`src/verilog/cnn_data_pkg.sv`:
```
package cnn_data_pkg;

    localparam int PIX_W   = 8;
    localparam int COORD_W = 5;
    localparam int RES_W   = 16;
    localparam int ADDR_W  = 10;

    // one pixel of the raster stream.
    typedef struct packed {
        logic               valid;
        logic [PIX_W-1:0]   pixel;
        logic [COORD_W-1:0] row;
        logic [COORD_W-1:0] col;
    } pix_beat_t;

    // pix[0] is top-left, pix[8] bottom-right; row/col belong to pix[8].
    typedef struct packed {
        logic                  valid;
        logic [8:0][PIX_W-1:0] pix;
        logic [COORD_W-1:0]    row;
        logic [COORD_W-1:0]    col;
    } window_t;

    typedef struct packed {
        logic                    valid;
        logic signed [RES_W-1:0] sum;
        logic [COORD_W-1:0]      row;
        logic [COORD_W-1:0]      col;
    } conv_beat_t;

    typedef struct packed {
        logic              en;
        logic              slot;
        logic [ADDR_W-1:0] addr;
        logic [PIX_W-1:0]  pixel;
    } frame_wr_t;

endpackage

```
`src/verilog/cnn_ctrl_pkg.sv`:
```
package cnn_ctrl_pkg;

    typedef enum logic [0:0] {
        OP_LOAD = 1'b0,
        OP_RUN  = 1'b1
    } cnn_op_t;

    typedef enum logic [1:0] {
        KERN_IDENTITY = 2'd0,
        KERN_BLUR     = 2'd1,
        KERN_EDGE     = 2'd2,
        KERN_SOBEL_X  = 2'd3
    } kernel_t;

    // load uses slot, addr and pixel; run uses kernel and slot.
    typedef struct packed {
        cnn_op_t                          op;
        kernel_t                          kernel;
        logic                             slot;
        logic [cnn_data_pkg::ADDR_W-1:0]  addr;
        logic [cnn_data_pkg::PIX_W-1:0]   pixel;
    } cnn_cmd_t;

    typedef enum logic [1:0] {
        ST_IDLE = 2'd0,
        ST_LOAD = 2'd1,
        ST_RUN  = 2'd2,
        ST_ACK  = 2'd3
    } ctrl_state_t;

endpackage

```
`src/verilog/cnn_ctrl.sv`:
```
`timescale 1ns/1ns

module cnn_ctrl #(
    parameter int IX = 8,
    parameter int IY = 8
) (
    input  logic                    clk,
    input  logic                    reset_n,
    input  logic                    req,
    input  cnn_ctrl_pkg::cnn_cmd_t  cmd,
    input  logic                    result_valid,
    output logic                    ack,
    output cnn_data_pkg::frame_wr_t frame_wr,
    output logic                    start,
    output logic                    run_slot,
    output cnn_ctrl_pkg::kernel_t   kernel
);

    // pooled results per frame.
    localparam int N_RES = ((IX - 2) / 2) * ((IY - 2) / 2);
    localparam int CNT_W = $clog2(N_RES + 1);

    cnn_ctrl_pkg::ctrl_state_t state;
    cnn_ctrl_pkg::cnn_cmd_t    cmd_q;
    logic [CNT_W-1:0]          res_cnt;

    always_ff @(posedge clk or negedge reset_n) begin
        if (!reset_n) begin
            state   <= cnn_ctrl_pkg::ST_IDLE;
            cmd_q   <= '0;
            res_cnt <= '0;
            start   <= 1'b0;
        end else begin
            start <= 1'b0;
            case (state)
                cnn_ctrl_pkg::ST_IDLE: begin
                    if (req) begin
                        // host may change cmd once ack is up.
                        cmd_q   <= cmd;
                        res_cnt <= '0;
                        if (cmd.op == cnn_ctrl_pkg::OP_RUN) begin
                            start <= 1'b1;
                            state <= cnn_ctrl_pkg::ST_RUN;
                        end else begin
                            state <= cnn_ctrl_pkg::ST_LOAD;
                        end
                    end
                end
                cnn_ctrl_pkg::ST_LOAD: begin
                    state <= cnn_ctrl_pkg::ST_ACK;
                end
                cnn_ctrl_pkg::ST_RUN: begin
                    if (result_valid) begin
                        res_cnt <= res_cnt + 1'b1;
                        if (res_cnt == CNT_W'(N_RES - 1)) begin
                            state <= cnn_ctrl_pkg::ST_ACK;
                        end
                    end
                end
                cnn_ctrl_pkg::ST_ACK: begin
                    if (!req) begin
                        state <= cnn_ctrl_pkg::ST_IDLE;
                    end
                end
                default: state <= cnn_ctrl_pkg::ST_IDLE;
            endcase
        end
    end

    assign ack = (state == cnn_ctrl_pkg::ST_ACK);

    // the frame write lasts the single ST_LOAD cycle.
    always_comb begin
        frame_wr.en    = (state == cnn_ctrl_pkg::ST_LOAD);
        frame_wr.slot  = cmd_q.slot;
        frame_wr.addr  = cmd_q.addr;
        frame_wr.pixel = cmd_q.pixel;
    end

    assign run_slot = cmd_q.slot;
    assign kernel   = cmd_q.kernel;

endmodule

```
`config.mk`:
```
export PLATFORM = sky130hd
export DESIGN_NAME = cnn_ctrl
export DESIGN_NICKNAME = d
export VERILOG_FILES = /design/src/verilog/cnn_data_pkg.sv /design/src/verilog/cnn_ctrl_pkg.sv /design/src/verilog/cnn_ctrl.sv
export SDC_FILE = /design/constraint.sdc
export NUM_CORES = 1
export LEC_CHECK = 0
export ABC_AREA = 1
export ABC_CLOCK_PERIOD_IN_PS = 2600
export BUFFER_PORTS_ARGS = -buffer_cell sky130_fd_sc_hd__buf_2
export CORE_ASPECT_RATIO = 1.25
export CORE_MARGIN = 5
export CORE_UTILIZATION = 35
export DETAILED_ROUTE_END_ITERATION = 7
export PLACE_DENSITY = 0.61
export SYNTH_ARGS = -nofsm -noshare
export SYNTH_HDL_FRONTEND = slang
export SYNTH_SLANG_ARGS = --single-unit
export TNS_END_PERCENT = 30
```
`constraint.sdc`:
```
create_clock -name clk -period 2.6 [get_ports clk]
set_input_delay 0.39 -clock clk [delete_from_list [all_inputs] [get_ports clk]]
set_output_delay 0.39 -clock clk [all_outputs]
set_load 0.01 [all_outputs]
```
# Word level (Yosys, flattened, before mapping)
# Cells that the tools add are included.
[op_classes]
magnitude_cmp = 0
n_div = 0
bitwise = 0
reduce_logical = 5
n_mul = 0
n_eq_ne = 8
n_addsub = 1
shift = 0
muxes = 12
[ops]
columns = ["op", "count"]
rows = [
  ["$mux 2", 5],
  ["$mux 4", 2],
  ["$ne 2x2->1 const B", 4],
  ["$pmux 2 s4", 1],
  ["$pmux 4 s2", 1],
  ["$add 4x1->4 const B", 1],
  ["$eq 2x2->1 const B", 2],
  ["$eq 4x4->1 const B", 1],
  ["$reduce_and 4->1", 1],
  ["$mux 1", 3],
  ["$reduce_and 3->1", 1],
  ["$eq 2x1->1 const B", 1],
  ["$logic_not 2->1", 1],
  ["$reduce_and 2->1", 1],
  ["$reduce_bool 2->1", 1],
]
[word_totals]
memories = 0
elab_cells = 33
latch_bits = 0
in_bits = 26
romBits = 0
ff_bits = 28
ram_bits = 0

# Logic depth before layout (Yosys ltp)
# Gate-level depths: netlist of run 1.
[depth]
word_depth = 4
depth_mapped = 8
ltp_nobuf = 8

# Worst setup path before layout of run 1
# No wires, ideal clock.
[synth_timing]
path_kind = "flip-flop to flip-flop"
from = "register state[0]"
to = "register cmd_q, in the netlist frame_wr[0]"
required_ns = 2.475
setup_time_ns = 0.125
arrival_ns = 1.235
slack_ns = 1.239
period_less_slack_ns = 1.361
path_buffers = 1
stages_incl_launch_ff = 6
path_cell_list = "dfrtp_1 inv_1 ha_1 nand2_2 buf_6 mux2_4"
[synth_between]
elab_chain_len = 2
[synth_lines]
columns = ["element", "line", "rtl"]
rows = [
  ["start, declared", "cnn_ctrl.sv:23", "cnn_ctrl_pkg::ctrl_state_t state;"],
  ["start signal, assigned", "cnn_ctrl.sv:29", "state <= cnn_ctrl_pkg::ST_IDLE;"],
  ["start signal, assigned", "cnn_ctrl.sv:43", "state <= cnn_ctrl_pkg::ST_RUN;"],
  ["start signal, assigned", "cnn_ctrl.sv:45", "state <= cnn_ctrl_pkg::ST_LOAD;"],
  ["$logic_not 2->1", "cnn_ctrl.sv:35", "case (state)"],
  ["$reduce_and 2->1 (no source line)", "-", ""],
  ["end signal, assigned", "cnn_ctrl.sv:39", "cmd_q <= cmd;"],
  ["end, declared", "cnn_ctrl.sv:24", "cnn_ctrl_pkg::cnn_cmd_t cmd_q;"],
]
# Every way passes these cells.
# A chain may end at the register's enable or synchronous reset.

# Worst setup path in the final report of run 1
[layout_timing]
from = "register state[0]"
to = "register cmd_q, in the netlist frame_wr[14]"
# The elaborated chain is that of the path after synthesis.

==> results of run 1 <==
[metal layers]
layer  GRT usage (%)  part of all wire, %  routed length [um]  vias to the layer above
met5               0                    0                   0                        -
met3            2.97                  7.6                 202                        6
met2            18.2                   51                1360                       28
met4            4.56                  1.6                  42                        0
li1                -                    -                   -                      447
met1            13.5                   40                1070                      450
[worst max-delay path, cell delays in order, from the launching register on]
cell and delay [ns]:
dfrtp_1 0.40, inv_1 0.09, ha_1 0.25, nand2_2 0.55
mux2_2 0.40
[worst max path at each step]
stage	startpoint	end	slack, ns
final	state[0]	frame_wr[14]	0.79
after global routing	state[1]	frame_wr[13]	0.68
after CTS	state[0]	frame_wr[14]	0.78
after detailed placement	state[0]	frame_wr[14]	0.80
after global placement	state[0]	frame_wr[13]	0.88
after floorplan	state[0]	frame_wr[0]	1.24
[power by group]
group | internal [mW] | switching (mW)
logic | 0.497 | 0.443
clock network | 0.135 | 0.129
registers | 0.636 | 0.119
[placed cells by master, fill, tap and decap left out, drive strengths merged]
cell type and instances:
nand3b 1, buf 50, dfrtp 28, inv 11
nand4 1, o21ai 3, xor2 1, clkbuf 4
mux2 21, nand3 6, nor2 5, nand2 20
ha 6, o22ai 1
[state kept, by name, summed over array words and instances, names as in the netlist]
name	count
frame_wr	18
run_slot	1
kernel	2
start	1
state	2
res_cnt	4
[metrics by stage]
stage	setup slack (ns)	cell area, um2	power (mW)
4_1_cts	0.784	1650	1.98
2_1_floorplan	1.24	1330	1.42
5_1_grt	0.676	1650	2.10
3_5_place_dp	0.795	1600	1.71
6_report	0.792	1650	1.96
3_3_place_gp	0.884	1600	1.68
[final cells by class]
cell class	instances	area share, %
Timing Repair Buffer	50	15.2
Tap cell	40	3.03
Clock buffer	4	3.34
Multi-Input combinational cell	65	33.5
Inverter	11	2.50
Sequential cell	28	42.5
[cells by family (layout without fill, tap and decap cells)]
logic type               after synthesis  in the layout  synth area share (%)
AND/OR/NAND/NOR                       33             33                  10.6
flip-flops                            28             28                  52.9
multiplexers                          21             21                  23.2
buffers and inverters                 14             65                  5.38
adder cells (fa/ha/maj)                6              6                  5.67
AO/OA/AOI/OAI                          4              4                  1.61
XOR/XNOR                               1              1                 0.661
==> flow_summary_export.csv, run 1 <==
group,metric,value,unit
floorplanning,die_area,0.00512,mm2
final_layout,final_core_util,44.3,%
clock_network,cts_hold_buf,0,
setup_path,r2r-end,"frame_wr[14]",
synth,ys_seq_area_share,52.9,%
timing,clock.fmax,553,MHz
timing,skew,0.00213,ns
setup_path,end_kind,"register",
clock_network,root_buffer,"clkbuf_8",
setup_path,required,2.76,ns
floorplanning,core_area,0.00372,mm2
clock_network,cts_setup_buffers,0,
clock_network,path_clk_slew,0.09,ns
detailed_routing,dr.pass1.iters,6,
timing,fin_setup_tns,0,ns
synth,synth_edf_count,0,
detailed_routing,dr.first_iter.drc_count,19,
global_routing,grt_pass1_wl,4480,um
clock_network,ctsLongestPathBuffers,2,
floorplanning,die_x,65.0,um
setup_path,start_kind,"register",
synth,yosysWarnings,0,
placement,dp_hpwl,2040,um
final_layout,drive_gt1_share,48.1,%
clock_network,cts_tree,"yes",
synth,synth.largest_area_cell,"dfrtp_1",
final_layout,n_fill_cell,356,
worst_hold_path,hp-class,"input pin to asynchronous set/reset pin",
synth,async_reset_ff_share,100,%
setup_path,arrival,1.97,ns
timing,rsz0062_at_grt,"false",
synth,synth_area_per_cell,12.4,um2
final_layout,seq_area,701,um2
placement,io_buffers,50,
setup_path,ff2ff_setup_slack,0.79,ns
timing,drv_slew,0,
timing,worst_slew_pin_slew,0.720,ns
setup_path,critPathMaxFanout,22,
setup_path,path_class,"register to register",
job,cap_violations,0,
detailed_routing,vias_per_cell,4.70,
global_routing,antenna_found_initial,0,
synth,synth_nets,139,
timing,period_needed,1.81,ns
synth,netlist_instances,107,
clock_network,numCtsBuffers,3,
clock_network,clock_sinks,28,
placement,gp_congestion,0.791,
final_layout,final_nets,191,
timing,finalSetupViolCount,0,
power_and_ir_drop,powerDensity,1190,mW/mm2
timing,whs,0.119,ns
detailed_routing,wl_per_cell,13.5,um
global_routing,grt_usage,11.0,%
global_routing,grt_start_max_net_pins,29,
synth,synth_top_area_share,52.9,%
synth,synth_area,0.00133,mm2
synth,synthFlopType,"dfrtp_1",
timing,finalCritPeriodShare,69.6,%
setup_path,r2r_cells,4,
floorplanning,fp-row-count,25,
global_routing,grt_overflow_total,0,
detailed_routing,num_vias,931,
placement,dp_cells,194,
detailed_routing,ant_nets,0,
power_and_ir_drop,peakVddDrop,0.583,mV
global_routing,grt_pass1_vias,960,
final_layout,stdcell_count,198,
clock_network,cts_resized,0,
status,status,"completed",
synth,synth_area_leaders,"dfrtp_1 53%, mux2_4 22%, ha_1 5.7%",
floorplanning,io_pins,51,
timing,hold_viol,0,
detailed_routing,drc,0,
detailed_routing,wl,2670,um
synth,synth_most_common_cell,"dfrtp_1",
timing,maxSlewHeadroom,51.8,%
floorplanning,start_util,35.6,%
synth,yosys-top-cells-count,"28 x dfrtp_1, 19 x mux2_4, 19 x nand2_1",
floorplanning,fp.dieH,78.8,um
setup_path,r2r-start,"state[0]",
clock_network,clk-insertion-delay-late,0.27,ns
final_layout,antenna_cells,0,
clock_network,htreeDepth,1,
power_and_ir_drop,p_leak,0.935,nW
final_layout,syn2layout_area_growth,24.6,%
final_layout,multi_input_area,553,um2
synth,synth-seq-cells,28,
synth,yosysUniqueCellTypes,16,
Power figures use the tool's default switching activity.
==> run 2, diff against run 1 <==
ABC_CLOCK_PERIOD_IN_PS = 1600   (was 2600)
PLACE_DENSITY = 0.64   (was 0.61)
clock period = 1.6 ns   (was 2.6 ns; I/O delays follow)
==> run 2 against run 1 <==
Net effect:
- final cell count increased by 2.5%
- critical path depth increased by 1
- die area unchanged
- highest routed layer unchanged
- via count decreased by 1.4%
- design area increased by 4.2%
- sequential cell count unchanged
- critical endpoint unchanged
- register-to-register slack got worse by 0.64 ns
- combinational power increased by 69%
- clock skew about the same
==> flow_summary_export.csv, run 2 (synthesis gave the netlist of run 1 again) <==
group,metric,value,unit
detailed_routing,wl,2660,um
timing,finalSetupViolCount,0,
timing,fin_setup_tns,0,ns
clock_network,cts_resized,0,
setup_path,ff2ff_setup_slack,0.15,ns
global_routing,antenna_found_initial,0,
floorplanning,die_x,65.0,um
setup_path,start_kind,"register",
setup_path,end_kind,"register",
setup_path,r2r-end,"frame_wr[14]",
final_layout,antenna_cells,0,
job,cap_violations,0,
placement,postPlaceCellArea,0.00162,mm2
worst_hold_path,min_delay_path_depth,2,
timing,skew,0.00224,ns
power_and_ir_drop,powerDensity,1960,mW/mm2
clock_network,htreeDepth,1,
clock_network,numCtsBuffers,3,
final_layout,final_cell_mix,"50 x buf_2, 28 x dfrtp_1, 19 x mux2_4, 19 x nand2_1, 11 x inv_1",
timing,clock.fmax,688,MHz
final_layout,syn2layout_area_growth,29.7,%
placement,io_buffers,50,
setup_path,path_class,"register to register",
detailed_routing,drc,0,
setup_path,cpMaxStageDelayCell,"dfrtp_1",
clock_network,path_clk_slew,0.09,ns
setup_path,r2r-start,"state[1]",
power_and_ir_drop,p_int,2.24,mW
power_and_ir_drop,p_leak,0.970,nW
final_layout,drive_gt1_share,49.1,%
floorplanning,fp-row-count,25,
setup_path,required,1.76,ns
timing,worst_slew_pin_slew,0.621,ns
clock_network,ctsLongestPathBuffers,2,
power_and_ir_drop,p_sw,1.13,mW
power_and_ir_drop,swShare,33.6,%
final_layout,final_nets,196,
setup_path,arrival,1.62,ns
floorplanning,start_util,35.6,%
timing,period_needed,1.45,ns
worst_hold_path,min_to,"frame_wr[1]",
setup_path,cp_slowest_stage_delay,0.41,ns
timing,hold_viol,0,
placement,dp_hpwl,2050,um
power_and_ir_drop,seqPwrFrac,36.5,%
detailed_routing,num_vias,918,
global_routing,grt_pass1_vias,960,
detailed_routing,dr.first_iter.drc_count,14,
power_and_ir_drop,clkPwrFrac,16.4,%
global_routing,grt_overflow_total,0,
detailed_routing,dr.pass1.iters,4,
clock_network,cts_tree,"yes",
timing,finalCritPeriodShare,90.8,%
setup_path,critPathMaxFanout,15,
global_routing,grt_start_max_net_pins,29,
clock_network,clk-insertion-delay-late,0.27,ns
floorplanning,core_area,0.00372,mm2
clock_network,clock_sinks,28,
power_and_ir_drop,peakVddDrop,0.648,mV
floorplanning,fp.dieH,78.8,um
timing,drv_slew,0,
power_and_ir_drop,power_frac_comb,47.2,%
detailed_routing,ant_nets,0,
detailed_routing,vias_per_cell,4.52,
status,status,"completed",
timing,maxSlewHeadroom,58.6,%
floorplanning,die_area,0.00512,mm2
floorplanning,io_pins,51,
global_routing,grt_usage,10.6,%
worst_hold_path,holdCritStartpoint,"cmd[1]",
final_layout,design_area,0.00172,mm2
setup_path,r2r_cells,5,
final_layout,largest_reg_flops,18,
placement,gp_congestion,0.802,
detailed_routing,wl_per_cell,13.1,um
timing,rsz0062_at_grt,"false",
worst_hold_path,hp-class,"input pin to register",
final_layout,final_common_cell,"buf_2",
setup_path,path_cells,"inv_1, ha_1, nand2_2, buf_12, mux2_2",
global_routing,grt_pass1_wl,4300,um
clock_network,root_buffer,"clkbuf_8",
[run 2: cell types whose count changed in the layout (fill, tap and decap cells not counted)]
cell / delta
dlygate4sd3_1: +1
bufinv_16: +1
clkbuf_8: -1
buf_4: +3
buf_12: +1
[run 2: worst max-delay path: cells and delay by family (launching register included)]
kind          cells  cell delay (ns)
fa+ha+maj         1             0.23
buf+inv           2             0.25
simple gates      1             0.10
mux               1             0.35
flops             1             0.41
[run 2: power by group through the flow]
stage | clock [mW] | combinational [mW] | sequential (mW)
after floorplan | 0 | 0.940 | 1.36
after global placement | 0 | 1.54 | 1.23
after detailed placement | 0 | 1.57 | 1.25
after CTS | 0.566 | 1.58 | 1.24
after global routing | 0.594 | 1.74 | 1.27
final | 0.550 | 1.59 | 1.23
[run 2: worst max-delay path by stage]
stage	startpoint	endpoint	slack (ns)
2_1_floorplan	state[0]	frame_wr[0]	0.24
3_3_place_gp	state[0]	frame_wr[14]	0.19
3_5_place_dp	state[0]	frame_wr[14]	0.13
4_1_cts	state[0]	frame_wr[14]	0.12
5_1_grt	state[1]	state[0]	0.03
6_report	state[1]	frame_wr[14]	0.15
[run 2: per-layer routing]
| metal | global-route usage [%] | up-vias | part of all wire (%) |
|---|---|---|---|
| li1 | - | 458 | - |
| met1 | 12.4 | 434 | 41 |
| met2 | 19.1 | 24 | 53 |
| met3 | 1.84 | 2 | 5.1 |
| met4 | 3.73 | 0 | 1.1 |
| met5 | 0 | - | 0 |
[run 2: layout make-up]
class                      instances  area, um2
timing repair buffer              55        303
fill                             338       2000
inverter                          11       41.3
clock buffer                       3       41.3
clock inverter                     1       30.0
multi-input combinational         65        553
tap                               40       50.0
sequential                        28        701
[run 2: through the flow]
stage	hold WS [ns]	utilization, %	setup WS (ns)	std cells	total power [mW]
2_1_floorplan	-0.0556	-	0.239	107	2.30
3_3_place_gp	0.275	43.6	0.189	196	2.77
3_5_place_dp	0.294	43.6	0.129	196	2.81
4_1_cts	0.185	45.8	0.118	201	3.38
5_1_grt	0.179	46.2	0.0300	203	3.60
6_report	0.190	46.2	0.147	203	3.36
[run 2: repair_timing]
item,in CTS,in global routing
hold buffers,1,0
setup buffers,0,2
endpoints found under the setup margin,0,1
endpoints found under the hold margin,28,0
==> run 3, diff against run 2 <==
ABC_CLOCK_PERIOD_IN_PS = 1250   (was 1600)
clock period = 1.25 ns   (was 1.6 ns; I/O delays follow)
==> run 3 against run 2 <==
Net effect:
- final cell count up 1.5%
- the run now ends with negative setup slack left
- sequential share of layout area down 2.8 points
- largest cell class unchanged
- design area up 7.5%
- first-iteration DRC count up 43%
- via count up 9.0%
- largest power group unchanged
- non-clock buffer count up 4
==> flow_summary_export.csv, run 3 (synthesis gave the netlist of run 1 again) <==
group,metric,value,unit
final_layout,final_common_cell,"buf_2",
final_layout,design_area,0.00185,mm2
timing,skew,0.00171,ns
status,violations,"negative setup slack",
final_layout,multi_input_area,629,um2
final_layout,n_fill_cell,341,
floorplanning,start_util,35.6,%
clock_network,htreeDepth,1,
detailed_routing,num_vias,1001,
setup_path,arrival,1.49,ns
detailed_routing,wl_per_cell,15.1,um
detailed_routing,wl,3110,um
placement,dp_hpwl,2310,um
final_layout,drive_gt1_share,56.0,%
setup_path,start_kind,"register",
final_layout,final_cell_mix,"48 x buf_2, 28 x dfrtp_1, 21 x mux2_4",
clock_network,root_buffer,"clkbuf_8",
placement,dp_cells,201,
floorplanning,io_pins,51,
clock_network,clock_sinks,28,
power_and_ir_drop,p_leak,1.01,nW
global_routing,antenna_found_initial,0,
clock_network,numCtsBuffers,3,
job,cap_violations,0,
timing,worst_slack,-0.0883,ns
setup_path,required,1.40,ns
global_routing,grt_pass1_vias,1116,
power_and_ir_drop,peakVddDrop,1.21,mV
power_and_ir_drop,p_sw,1.64,mW
power_and_ir_drop,clkPwrFrac,10.3,%
final_layout,stdcell_count,206,
power_and_ir_drop,swShare,35.9,%
global_routing,grt_pass1_wl,5150,um
timing,period_needed,1.34,ns
timing,drv_slew,0,
status,status,"complete, but fails checks",
power_and_ir_drop,power_frac_comb,55.1,%
setup_path,end_kind,"register",
final_layout,seq_area,701,um2
setup_path,critPathMaxFanout,10,
floorplanning,die_x,65.0,um
floorplanning,core_area,0.00372,mm2
setup_path,path_class,"register to register",
floorplanning,die_area,0.00512,mm2
detailed_routing,drc,0,
final_layout,syn2layout_area_growth,39.5,%
detailed_routing,vias_per_cell,4.86,
timing,finalSetupViolCount,27,
power_and_ir_drop,seqPwrFrac,34.6,%
final_layout,largest_reg_flops,18,
placement,io_buffers,50,
final_layout,final_core_util,49.6,%
detailed_routing,ant_nets,0,
clock_network,cts_tree,"yes",
floorplanning,fp.dieH,78.8,um
placement,postPlaceCellArea,0.00168,mm2
power_and_ir_drop,powerDensity,2480,mW/mm2
clock_network,cts_setup_buffers,0,
timing,worst_slew_pin_slew,0.635,ns
worst_hold_path,hp-class,"input pin to register",
clock_network,ctsLongestPathBuffers,2,
placement,gp_congestion,0.745,
global_routing,grt_overflow_total,0,
global_routing,grt_start_max_net_pins,29,
timing,clock.fmax,747,MHz
final_layout,antenna_cells,0,
timing,rsz0062_at_grt,"true",
timing,hold_viol,0,
final_layout,final_nets,200,
timing,maxSlewHeadroom,57.7,%
timing,finalCritPeriodShare,107,%
clock_network,path_clk_slew,0.09,ns
floorplanning,fp-row-count,25,
detailed_routing,dr.pass1.iters,4,
global_routing,grt_usage,12.7,%
power_and_ir_drop,p_int,2.94,mW
detailed_routing,dr.first_iter.drc_count,20,
clock_network,clk-insertion-delay-late,0.26,ns
placement,pre_cts_ws,-0.112,ns
[run 3: stage by stage]
step | power, mW | setup TNS (ns) | hold slack [ns]
detailed placement | 3.80 | -2.23 | 0.248
global route | 4.92 | -3.34 | 0.134
finish | 4.59 | -1.73 | 0.146
floorplan | 2.99 | -1.26 | -0.108
global placement | 3.69 | -1.36 | 0.228
CTS | 4.59 | -1.69 | 0.139
[run 3: critical path: stages, from the launching register on]
cell and delay (ns):
dfrtp_1 0.42, inv_2 0.09, ha_4 0.18, nand2_8 0.08
buf_12 0.16, mux2_4 0.30
[run 3: metal layers]
| metal | track usage (%) | routed length [um] |
|---|---|---|
| met5 | 0 | 0 |
| met4 | 4.56 | 42 |
| met3 | 2.83 | 169 |
| met2 | 23.1 | 1750 |
| met1 | 14.2 | 1160 |
[run 3: final cells by class]
cell class                      instances  area share [%]
Tap cell                               40            2.71
Clock buffer                            3            2.23
Timing Repair Buffer                   59            20.9
Sequential cell                        28            37.9
Inverter                               11            2.23
Multi-Input combinational cell         65            34.1
[run 3: worst paths after layout]
kind / from / to / slack [ns] / cells after the start
worst max-delay path: state[1] / kernel[0] / -0.09 / 5
worst min-delay path: cmd[10] / frame_wr[10] / 0.15 / 2
worst max register to register: state[1] / kernel[0] / -0.09 / 5
worst min register to register: frame_wr[2] / frame_wr[2] / 0.51 / 1
max in group asynchronous: reset_n / frame_wr[14] / 0.37 / 2
min in group asynchronous: reset_n / frame_wr[11] / 0.47 / 2
[run 3: timing repair]
item	4_1_cts	5_1_grt
hold buffers	1	0
cloned	1	0
hold endpoints to repair	28	0
gates resized for setup	17	4
pin swaps	2	2
setup endpoints to repair	29	29
[run 3: power groups by stage]
stage	clock network, mW	logic, mW	registers [mW]
6_report	0.473	2.53	1.59
5_1_grt	0.529	2.73	1.65
4_1_cts	0.497	2.50	1.59
3_5_place_dp	0	2.21	1.59
3_3_place_gp	0	2.12	1.56
2_1_floorplan	0	1.24	1.74
